### src/defines.sv
package defines;

	localparam int XLEN = 32;
	localparam int REG_IDX_W = 5;

	localparam logic [XLEN-1:0] RESET_PC = 32'h0000_0000;
	localparam logic [XLEN-1:0] PC_STEP = 32'd4;	// one instruction
	localparam logic [XLEN-1:0] NOP_WORD = 32'h0000_0013;	// addi x0, x0, 0

	typedef logic [XLEN-1:0] data_t;
	typedef logic [REG_IDX_W-1:0] reg_idx_t;

	// only the control flow opcodes matter here
	typedef enum logic [6:0] {
		OTHER = 7'b0010011,	// op-imm, stands in for the rest
		B = 7'b1100011,
		JALR = 7'b1100111,
		JAL = 7'b1101111
	} opcode_t;

	typedef enum logic [2:0] {
		BEQ = 3'b000,
		BNE = 3'b001,
		BLT = 3'b100,
		BGE = 3'b101,
		BLTU = 3'b110,
		BGEU = 3'b111
	} funct3_t;

	// register view of the word
	typedef struct packed {
		logic [6:0] funct7;
		reg_idx_t rs2;
		reg_idx_t rs1;
		funct3_t funct3;
		reg_idx_t rd;
		opcode_t opcode;
	} instr_r_t;

	// raw immediate bits, split where the B, J and I formats cut them
	typedef struct packed {
		logic sign;	// bit 31, sign of every format
		logic [5:0] imm_10_5;	// shared by B, J and I
		logic [3:0] imm_4_1;	// J and I, rs2 field in B
		logic imm_20;	// J bit 11, I bit 0
		logic [7:0] imm_19_12;	// J only
		logic [3:0] b_4_1;
		logic b_11;
		opcode_t opcode;
	} instr_imm_t;

	typedef union packed {
		instr_r_t r;
		instr_imm_t imm;
	} instr_t;

	// operand source for the branch compare
	typedef enum logic [1:0] {
		B_RS_SEL = 2'b00,
		B_EX_SEL = 2'b01,
		B_MEM_SEL = 2'b10,
		B_WB_SEL = 2'b11
	} branch_fwd_t;

	// one later stage that may hold a newer value of a register
	typedef struct packed {
		logic we;
		reg_idx_t rd;
		data_t data;
	} stage_src_t;

endpackage

### src/branch_fwd_unit.sv
module branch_fwd_unit (
	input defines::instr_t instr,
	input defines::stage_src_t ex_src,
	input defines::stage_src_t mem_src,
	input defines::stage_src_t wb_src,

	output defines::branch_fwd_t fwd_rs1,
	output defines::branch_fwd_t fwd_rs2
);

	// stage writes the register we are about to read
	function automatic logic writes(
		input defines::stage_src_t src,
		input defines::reg_idx_t idx
	);
		return src.we && (src.rd != '0) && (src.rd == idx);
	endfunction

	// youngest writer wins, x0 is never forwarded
	function automatic defines::branch_fwd_t pick(
		input defines::reg_idx_t idx,
		input defines::stage_src_t ex,
		input defines::stage_src_t mem,
		input defines::stage_src_t wb
	);
		defines::branch_fwd_t sel;
		sel = defines::B_RS_SEL;
		if (idx != '0) begin
			if (writes(ex, idx))
				sel = defines::B_EX_SEL;
			else if (writes(mem, idx))
				sel = defines::B_MEM_SEL;
			else if (writes(wb, idx))
				sel = defines::B_WB_SEL;
		end
		return sel;
	endfunction

	assign fwd_rs1 = pick(instr.r.rs1, ex_src, mem_src, wb_src);
	assign fwd_rs2 = pick(instr.r.rs2, ex_src, mem_src, wb_src);	// don't care for jumps

endmodule

### src/pc_adder.sv
module pc_adder (
	input defines::instr_t instr,
	input defines::data_t pc,
	input defines::data_t rs1,
	input defines::data_t rs2,
	input defines::data_t ex_data,
	input defines::data_t mem_data,
	input defines::data_t wb_data,
	input defines::branch_fwd_t fwd_rs1,
	input defines::branch_fwd_t fwd_rs2,

	output defines::data_t pc_bj,
	output logic pc_sel,
	output logic branch_taken
);

	defines::opcode_t opcode;
	defines::funct3_t funct3;
	defines::data_t op1;
	defines::data_t op2;
	defines::data_t base;
	defines::data_t imm;
	defines::data_t sum;
	logic eq;
	logic lt;
	logic ltu;
	logic cond;

	function automatic defines::data_t fwd_mux(
		input defines::branch_fwd_t sel,
		input defines::data_t rf,
		input defines::data_t ex,
		input defines::data_t mem,
		input defines::data_t wb
	);
		defines::data_t val;
		case (sel)
			defines::B_EX_SEL: val = ex;
			defines::B_MEM_SEL: val = mem;
			defines::B_WB_SEL: val = wb;
			default: val = rf;	// straight from the register file
		endcase
		return val;
	endfunction

	assign opcode = instr.r.opcode;
	assign funct3 = instr.r.funct3;

	assign op1 = fwd_mux(fwd_rs1, rs1, ex_data, mem_data, wb_data);
	assign op2 = fwd_mux(fwd_rs2, rs2, ex_data, mem_data, wb_data);

	assign eq = (op1 == op2);
	assign lt = ($signed(op1) < $signed(op2));
	assign ltu = (op1 < op2);

	always_comb begin
		case (funct3)
			defines::BEQ: cond = eq;
			defines::BNE: cond = !eq;
			defines::BLT: cond = lt;
			defines::BGE: cond = !lt;
			defines::BLTU: cond = ltu;
			defines::BGEU: cond = !ltu;
			default: cond = 1'b0;	// 010 and 011 are no branch
		endcase
	end

	assign branch_taken = cond && (opcode == defines::B);

	// B and J offsets count in halfwords, I in bytes
	always_comb begin
		case (opcode)
			defines::B: imm = {{20{instr.imm.sign}}, instr.imm.b_11,
				instr.imm.imm_10_5, instr.imm.b_4_1, 1'b0};
			defines::JAL: imm = {{12{instr.imm.sign}}, instr.imm.imm_19_12,
				instr.imm.imm_20, instr.imm.imm_10_5, instr.imm.imm_4_1, 1'b0};
			defines::JALR: imm = {{21{instr.imm.sign}}, instr.imm.imm_10_5,
				instr.imm.imm_4_1, instr.imm.imm_20};
			default: imm = '0;
		endcase
	end

	// jalr is register relative, everything else pc relative
	assign base = (opcode == defines::JALR) ? op1 : pc;
	assign sum = base + imm;

	assign pc_bj = (opcode == defines::JALR) ? {sum[defines::XLEN-1:1], 1'b0} : sum;

	assign pc_sel = branch_taken
		|| (opcode == defines::JAL)
		|| (opcode == defines::JALR);

endmodule

### src/pc_gen.sv
module pc_gen (
	input logic clk,
	input logic rst_n,

	output logic imem_req,
	output defines::data_t imem_addr,
	input logic imem_ack,
	input defines::data_t imem_rdata,

	input defines::data_t pc_bj,
	input logic pc_sel,

	output defines::data_t pc,
	output defines::data_t pc_next,
	output defines::instr_t instr,
	output logic resolved
);

	typedef enum logic [1:0] {
		IDLE,
		REQ,	// req high, waiting for ack
		WAIT_ACK_LOW,
		RESOLVE	// one cycle, pc takes pc_next
	} state_t;

	state_t state;
	state_t state_nxt;

	always_comb begin
		state_nxt = state;
		case (state)
			IDLE: state_nxt = REQ;
			REQ: begin
				if (imem_ack)
					state_nxt = WAIT_ACK_LOW;
			end
			WAIT_ACK_LOW: begin
				// memory must finish its half of the handshake first
				if (!imem_ack)
					state_nxt = RESOLVE;
			end
			RESOLVE: state_nxt = REQ;
			default: state_nxt = IDLE;
		endcase
	end

	always_ff @(posedge clk) begin
		if (!rst_n)
			state <= IDLE;
		else
			state <= state_nxt;
	end

	always_ff @(posedge clk) begin
		if (!rst_n)
			pc <= defines::RESET_PC;
		else if (state == RESOLVE)
			pc <= pc_next;
	end

	// latch on the ack edge, held until the next fetch returns
	always_ff @(posedge clk) begin
		if (!rst_n)
			instr <= defines::NOP_WORD;
		else if (state == REQ && imem_ack)
			instr <= imem_rdata;
	end

	assign imem_req = (state == REQ);
	assign imem_addr = pc;	// pc only moves in RESOLVE, so stable during req
	assign resolved = (state == RESOLVE);

	assign pc_next = pc_sel ? pc_bj : pc + defines::PC_STEP;

endmodule

### src/branch_stage.sv
module branch_stage (
	input logic clk,
	input logic rst_n,

	// instruction memory, four-phase req/ack
	output logic imem_req,
	output defines::data_t imem_addr,
	input logic imem_ack,
	input defines::data_t imem_rdata,

	input defines::data_t rs1_data,
	input defines::data_t rs2_data,
	input defines::stage_src_t ex_src,
	input defines::stage_src_t mem_src,
	input defines::stage_src_t wb_src,

	output logic resolved,
	output defines::data_t pc,
	output defines::instr_t instr,
	output defines::data_t pc_next,
	output logic pc_sel,
	output logic branch_taken
);

	defines::branch_fwd_t fwd_rs1;
	defines::branch_fwd_t fwd_rs2;
	defines::data_t pc_bj;

	pc_gen u_pc_gen (
		.clk(clk),
		.rst_n(rst_n),
		.imem_req(imem_req),
		.imem_addr(imem_addr),
		.imem_ack(imem_ack),
		.imem_rdata(imem_rdata),
		.pc_bj(pc_bj),
		.pc_sel(pc_sel),
		.pc(pc),
		.pc_next(pc_next),
		.instr(instr),
		.resolved(resolved)
	);

	branch_fwd_unit u_branch_fwd_unit (
		.instr(instr),
		.ex_src(ex_src),
		.mem_src(mem_src),
		.wb_src(wb_src),
		.fwd_rs1(fwd_rs1),
		.fwd_rs2(fwd_rs2)
	);

	// only the data fields reach the operand mux
	pc_adder u_pc_adder (
		.instr(instr),
		.pc(pc),
		.rs1(rs1_data),
		.rs2(rs2_data),
		.ex_data(ex_src.data),
		.mem_data(mem_src.data),
		.wb_data(wb_src.data),
		.fwd_rs1(fwd_rs1),
		.fwd_rs2(fwd_rs2),
		.pc_bj(pc_bj),
		.pc_sel(pc_sel),
		.branch_taken(branch_taken)
	);

endmodule

### config.mk
export PLATFORM = sky130hd
export DESIGN_NAME = branch_stage
export DESIGN_NICKNAME = d
export VERILOG_FILES = /design/src/defines.sv /design/src/branch_fwd_unit.sv /design/src/pc_adder.sv /design/src/pc_gen.sv /design/src/branch_stage.sv
export SDC_FILE = /design/constraint.sdc
export NUM_CORES = 1
export LEC_CHECK = 0
export ABC_AREA = 1
export BUFFER_PORTS_ARGS = -buffer_cell sky130_fd_sc_hd__buf_4
export CORE_MARGIN = 2
export CORE_UTILIZATION = 40
export DETAILED_ROUTE_END_ITERATION = 8
export PLACE_DENSITY = 0.74
export SLEW_MARGIN = 20
export SYNTH_ARGS = -nofsm -noshare
export SYNTH_HDL_FRONTEND = slang
export SYNTH_SLANG_ARGS = --single-unit
### constraint.sdc
create_clock -name clk -period 5 [get_ports clk]
set_clock_uncertainty 0.15 [all_clocks]
set_input_delay 0.5 -clock clk [delete_from_list [all_inputs] [get_ports clk]]
set_output_delay 0.5 -clock clk [all_outputs]
set_load 0.05 [all_outputs]
==> results.py, run 1 <==
metrics = {
    "status": {
        "outcome": "finished clean",
    },
    "finish": {
        "final-seq-area_um2": 1350,
        "nFillCells": 2130,
        "syn_to_final_growth_pct": 51.2,
        "antennaDiodeCount": 0,
        "drive_gt1_frac": 0.328,
        "nets": 2227,
        "multi_input_area_um2": 7220,
    },
    "logic_synthesis": {
        "yosys.area.top_type_share": 0.159,
        "synth-seq-cells": 66,
        "yosysWarnings": 0,
        "synth_nets": 1850,
        "synth_area_leaders": "nand2_1 (16%), dfxtp_1 (14%), ha_1 (9.1%)",
        "yosysUniqueCellTypes": 53,
        "synth_area_um2": 9300,
        "netlist_instances": 1568,
        "async_flop_share": 0,
        "yosysMostFrequentCell": "nand2_1",
        "synth_area_per_cell_um2": 5.93,
        "yosysSeqAreaShare": 0.142,
        "synth_largest_area_cell": "nand2_1",
        "synth_edf_count": 0,
        "synth_ff_type": "dfxtp_1",
        "synth_common_cells": "nand2_1 (394), inv_1 (212), nor2_1 (122)",
    },
    "grt": {
        "first_global_vias": 11300,
        "antenna_found_initial": 0,
        "track_usage": 0.300,
        "grt_overflow_total": 0,
        "grt_pass1_wl_um": 58100,
        "grt_max_degree": 55,
    },
    "floorplanning": {
        "placementRows": 55,
        "die_h_um": 157,
        "start_util": 0.410,
        "die_w_um": 157,
        "dieArea_um2": 24500,
        "io_pins": 345,
        "core_um2": 22700,
    },
    "drt": {
        "drt_iter0_drc": 963,
        "drt-pass1-iter-count": 7,
        "vias_per_cell": 5.52,
        "wl_um": 40700,
        "post_drt_wl_per_cell_um": 18.2,
        "via_count": 12300,
        "drc": 0,
        "postRouteAntennaNets": 0,
    },
    "clock_network": {
        "cts-hold-fix-buffers": 0,
        "clock_path_buffers": 2,
        "clk_latency_ns": 0.35,
        "cts_tree": "yes",
        "clock-sinks": 66,
        "path_clk_slew_ns": 0.06,
        "cts_max_level": 3,
        "cts_buffers": 9,
        "root_buffer": "clkbuf_16",
    },
    "power": {
        "ir_worst_vdd_v": 0.000249,
        "leakage_uw": 0.00731,
        "fin_total_pwr_uw": 4480,
        "power.density_nw_per_um2": 318,
    },
    "critical_path": {
        "path_max_fanout": 8,
        "cp_slowest_cell": "dfxtp_4",
        "start_kind": "flop",
        "cpPeakStageDelay_ns": 0.37,
        "crit_type": "flop to output pin",
        "critPathArrivalTime_ns": 4.32,
        "end_kind": "output pin",
        "cp_common_cell": "nand2_1",
        "critPathRequiredTime_ns": 4.35,
    },
    "timing": {
        "tightest_slew_ns": 1.02,
        "max_freq_mhz": 201,
        "hold_violations": 0,
        "slew_violations": 0,
        "maxSlewHeadroom": 0.318,
        "min_period_ns": 4.97,
        "grt_setup_unrepaired": "true",
        "worst_slack_ns": 0.0333,
        "finalSetupViolations": 0,
        "post-route-period-util": 0.993,
    },
    "placed_design": {
        "port_buffers": 344,
        "routabilityCongestion": 0.981,
        "preCtsSetupSlack_ns": -0.0503,
        "dp_hpwl_um": 31500,
    },
    "min_path": {
        "worstHoldPathType": "primary input to flop",
    },
    "job": {
        "maxCapViolations": 0,
    },
}
==> flip-flops by register name, indices dropped and copies added (netlist names) <==
register,cells
u_pc_gen.imem_addr,32
u_pc_gen.instr,32
u_pc_gen.state,2
==> layout by cell type (no fill, tap or decap), types with 4 or more instances in the layout <==
master	netlist	routed
nor2_1	122	115
buf_8	0	25
o22ai_1	26	9
nand2_2	3	42
ha_1	68	68
nor2_4	2	5
nand2_4	2	26
dfxtp_1	66	56
buf_12	1	10
nand2_1	394	329
nand3_2	2	11
xnor2_1	16	16
a22o_1	26	26
inv_2	3	7
dfxtp_2	0	5
nand3_4	1	5
xor2_1	63	62
nor3_1	19	17
nor2_2	2	6
a21o_1	6	6
o22ai_2	0	17
o21bai_1	4	4
buf_4	37	405
o21ai_0	114	96
o21ai_1	14	27
inv_1	212	205
a21oi_1	118	114
nand3_1	102	89
o2111ai_1	33	29
dfxtp_4	0	5
clkbuf_16	0	17
a21oi_2	0	4
nand4_1	15	15
o2111ai_2	0	4
buf_6	1	15
nor4_1	6	5
o21ai_2	0	5
==> cells by family (layout without fill, tap and decap cells) <==
group           after synthesis  after routing  synth area share
fa+ha+maj                    69             69            0.0936
xor+xnor                     79             79            0.0744
mux                           1              1           0.00121
simple gates                683            683             0.312
buf+inv                     313            695             0.150
compound gates              357            357             0.227
flops                        66             66             0.142
==> power by group <==
group,internal [uW],leakage [uW],switching (uW)
sequential,654,0.000545,213
clock,457,0.000165,275
combinational,1030,0.00659,1850
==> critical path, delay by kind of cell, from the launching register on <==
kind                     cells  cell delay [ns]
buffers and inverters        5             0.78
flip-flops                   1             0.37
AND/OR/NAND/NOR             20             1.98
adder cells (fa/ha/maj)      1             0.30
XOR/XNOR                     1             0.14
AO/OA/AOI/OAI                3             0.38
==> repair_timing <==
item                                    4_1_cts  5_1_grt
gates resized for setup                      30      227
setup buffers                                 1       12
gates cloned                                  0       11
pin swaps                                     2       42
endpoints found under the setup margin       34       34
==> path summary, 6_finish.rpt <==
check | start | to | slack [ns] | cells after the start
min reg2reg | u_pc_gen.instr[26] | u_pc_gen.instr[26] | 0.34 | 2
max | u_pc_gen.instr[22] | pc_next[0] | 0.03 | 30
min | imem_rdata[1] | u_pc_gen.instr[1] | 0.20 | 3
max reg2reg | u_pc_gen.instr[22] | u_pc_gen.imem_addr[13] | 0.77 | 30
==> layer usage <==
layer | vias to the layer above | share of wire | global-route usage
li1 | 5943 | - | -
met4 | 0 | 0.039 | 0.110
met2 | 630 | 0.48 | 0.527
met5 | - | 0 | 0
met1 | 5634 | 0.40 | 0.370
met3 | 130 | 0.080 | 0.0465
==> layout make-up <==
type	instances	area share
flip-flops and latches	66	0.0957
clock buffers	10	0.0170
clock inverters	6	0.00694
multi-input cells	1189	0.513
inverters	216	0.0582
repair buffers	463	0.283
well taps	285	0.0254
==> metrics by stage <==
stage	area, um^2	instances	setup TNS, ns	hold slack, ns	util
after floorplan	9300	1568	0	0.395	-
after global placement	12500	2195	-0.00677	0.313	0.549
after detailed placement	12500	2195	-0.0954	0.324	0.549
after CTS	12900	2212	0	0.188	0.568
after global routing	14100	2235	-6.10	0.221	0.619
final	14100	2235	0	0.200	0.619
No activity file was read; power rests on OpenSTA's default activity.
==> inputs of run 2 (changes only) <==
--- a/config.mk
+++ b/config.mk
@@ -7,10 +7,12 @@
 export LEC_CHECK = 0
 export ABC_AREA = 1
 export BUFFER_PORTS_ARGS = -buffer_cell sky130_fd_sc_hd__buf_4
+export CELL_PAD_IN_SITES_DETAIL_PLACEMENT = 1
+export CELL_PAD_IN_SITES_GLOBAL_PLACEMENT = 1
 export CORE_MARGIN = 2
-export CORE_UTILIZATION = 40
+export CORE_UTILIZATION = 34
 export DETAILED_ROUTE_END_ITERATION = 8
-export PLACE_DENSITY = 0.74
+export PLACE_DENSITY = 0.9
 export SLEW_MARGIN = 20
 export SYNTH_ARGS = -nofsm -noshare
 export SYNTH_HDL_FRONTEND = slang
==> run 2 against run 1 <==
The run now ends with setup timing left. Cell count grew 4.3%. Critical path depth down 4. Largest cell class unchanged. Register-to-register slack got worse by 0.40 ns. Combinational power increased by 9.4%. Sequential power up 2%.
==> results.py, run 2 (synthesized netlist as in run 1, its figures left out) <==
metrics = {
    "status": {
        "outcome": "complete, but fails checks",
        "violations": "setup timing",
    },
    "finish": {
        "final_common_cell": "buf_4",
        "antennaDiodeCount": 0,
        "final_cell_mix": "buf_4 (437), nand2_1 (344), inv_1 (202)",
        "nFillCells": 3563,
        "syn_to_final_growth_pct": 56.2,
        "final_area_um2": 14500,
        "nets": 2266,
        "drive_gt1_frac": 0.354,
        "final-seq-area_um2": 1350,
        "multi_input_area_um2": 7250,
    },
    "placed_design": {
        "dpl_cell_area_um2": 12700,
        "dp_hpwl_um": 36700,
        "preCtsSetupSlack_ns": -0.132,
        "port_buffers": 344,
        "routabilityCongestion": 0.938,
    },
    "timing": {
        "slew_violations": 0,
        "maxSlewHeadroom": 0.247,
        "hold_ws_ns": 0.195,
        "finalSetupViolations": 34,
        "grt_setup_unrepaired": "true",
        "min_period_ns": 5.29,
        "hold_violations": 0,
        "worst_slack_ns": -0.293,
        "final.setup.tns_ns": -6.85,
        "max_freq_mhz": 189,
        "tightest_slew_ns": 1.12,
        "post-route-period-util": 1.06,
    },
    "clock_network": {
        "path_clk_slew_ns": 0.06,
        "cts_buffers": 9,
        "clock_path_buffers": 2,
        "cts_max_level": 3,
        "cts_tree": "yes",
        "clk_latency_ns": 0.36,
        "root_buffer": "clkbuf_16",
        "clock-sinks": 66,
    },
    "drt": {
        "vias_per_cell": 5.95,
        "drt_iter0_drc": 1294,
        "drt-pass1-iter-count": 5,
        "wl_um": 56000,
        "drc": 0,
        "postRouteAntennaNets": 0,
        "post_drt_wl_per_cell_um": 24.0,
        "via_count": 13900,
    },
    "grt": {
        "grt_max_degree": 55,
        "grt_pass1_wl_um": 76200,
        "antenna_found_initial": 0,
        "track_usage": 0.339,
        "first_global_vias": 13800,
        "grt_overflow_total": 0,
    },
    "power": {
        "leakage_uw": 0.00735,
        "power.density_nw_per_um2": 332,
        "ir_worst_vdd_v": 0.000382,
    },
    "floorplanning": {
        "io_pins": 345,
        "placementRows": 60,
        "core_um2": 26900,
        "start_util": 0.346,
        "die_w_um": 169,
        "die_h_um": 169,
        "dieArea_um2": 28700,
    },
    "critical_path": {
        "start_kind": "flop",
        "end_kind": "output pin",
        "rrSetupSlack_ns": 0.37,
        "critPathArrivalTime_ns": 4.64,
        "critPathRequiredTime_ns": 4.35,
        "path_max_fanout": 19,
        "crit_type": "flop to output pin",
    },
    "job": {
        "maxCapViolations": 0,
    },
    "min_path": {
        "worstHoldPathType": "primary input to flop",
    },
}
==> run 2: critical path: stages (launching register included) <==
cell and delay (ns):
dfxtp_4 0.38, inv_4 0.08, nand2_1 0.07, nand2_1 0.07, nand2_1 0.07, nor2_2 0.14, nand3_4 0.13, buf_4 0.17
nor2_2 0.18, buf_8 0.22, buf_12 0.16, nand2_1 0.06, o2111ai_1 0.08, o21ai_1 0.16, o21ai_1 0.17, ha_1 0.26
nand2_1 0.11, inv_1 0.08, a21oi_1 0.30, nor2_1 0.08, nor3_1 0.33, nand3_2 0.20, a21oi_1 0.20, xor2_1 0.23
nand2_1 0.12, nand2_2 0.08, buf_6 0.15
==> run 2: final cells by class <==
cell class                      instances  area share
Timing Repair Buffer                  502       0.299
Sequential cell                        66      0.0926
Clock inverter                          6     0.00783
Tap cell                              341      0.0294
Inverter                              216      0.0568
Multi-Input combinational cell       1189       0.499
Clock buffer                           10      0.0158
==> run 2: where the power goes <==
part	internal (uW)	switching (uW)
combinational	1100	2050
sequential	654	233
clock	490	298
total	2240	2590
==> run 2: routing by layer <==
layer / GRT usage / wire (um) / up-vias
met2: 0.598 / 27000 / 881
met1: 0.386 / 20400 / 6652
li1: - / - / 6017
met4: 0.197 / 4270 / 0
met5: 0 / 0 / -
met3: 0.0541 / 4290 / 321
==> run 2: metrics by stage <==
stage | cells | util | total power, uW
after detailed placement | 2279 | 0.474 | 3620
after CTS | 2318 | 0.517 | 4560
after global placement | 2279 | 0.474 | 3530
after floorplan | 1568 | - | 2630
final | 2330 | 0.541 | 4830
after global routing | 2330 | 0.541 | 5020
==> run 2: path summary, 6_finish.rpt <==
kind,start,end,cells past startpoint
setup reg to reg,u_pc_gen.instr[20],u_pc_gen.imem_addr[8],32
hold / removal,imem_rdata[1],u_pc_gen.instr[1],3
hold reg to reg,u_pc_gen.instr[27],u_pc_gen.instr[27],2
setup / recovery,u_pc_gen.instr[16],pc_next[30],26
==> run 2: timing repair <==
item,CTS,global route
gates cloned,7,5
hold buffers,0,0
endpoints found under the hold margin,0,0
resized for setup,152,143
setup endpoints to repair,34,34
setup buffers,16,10
pin swaps,16,85
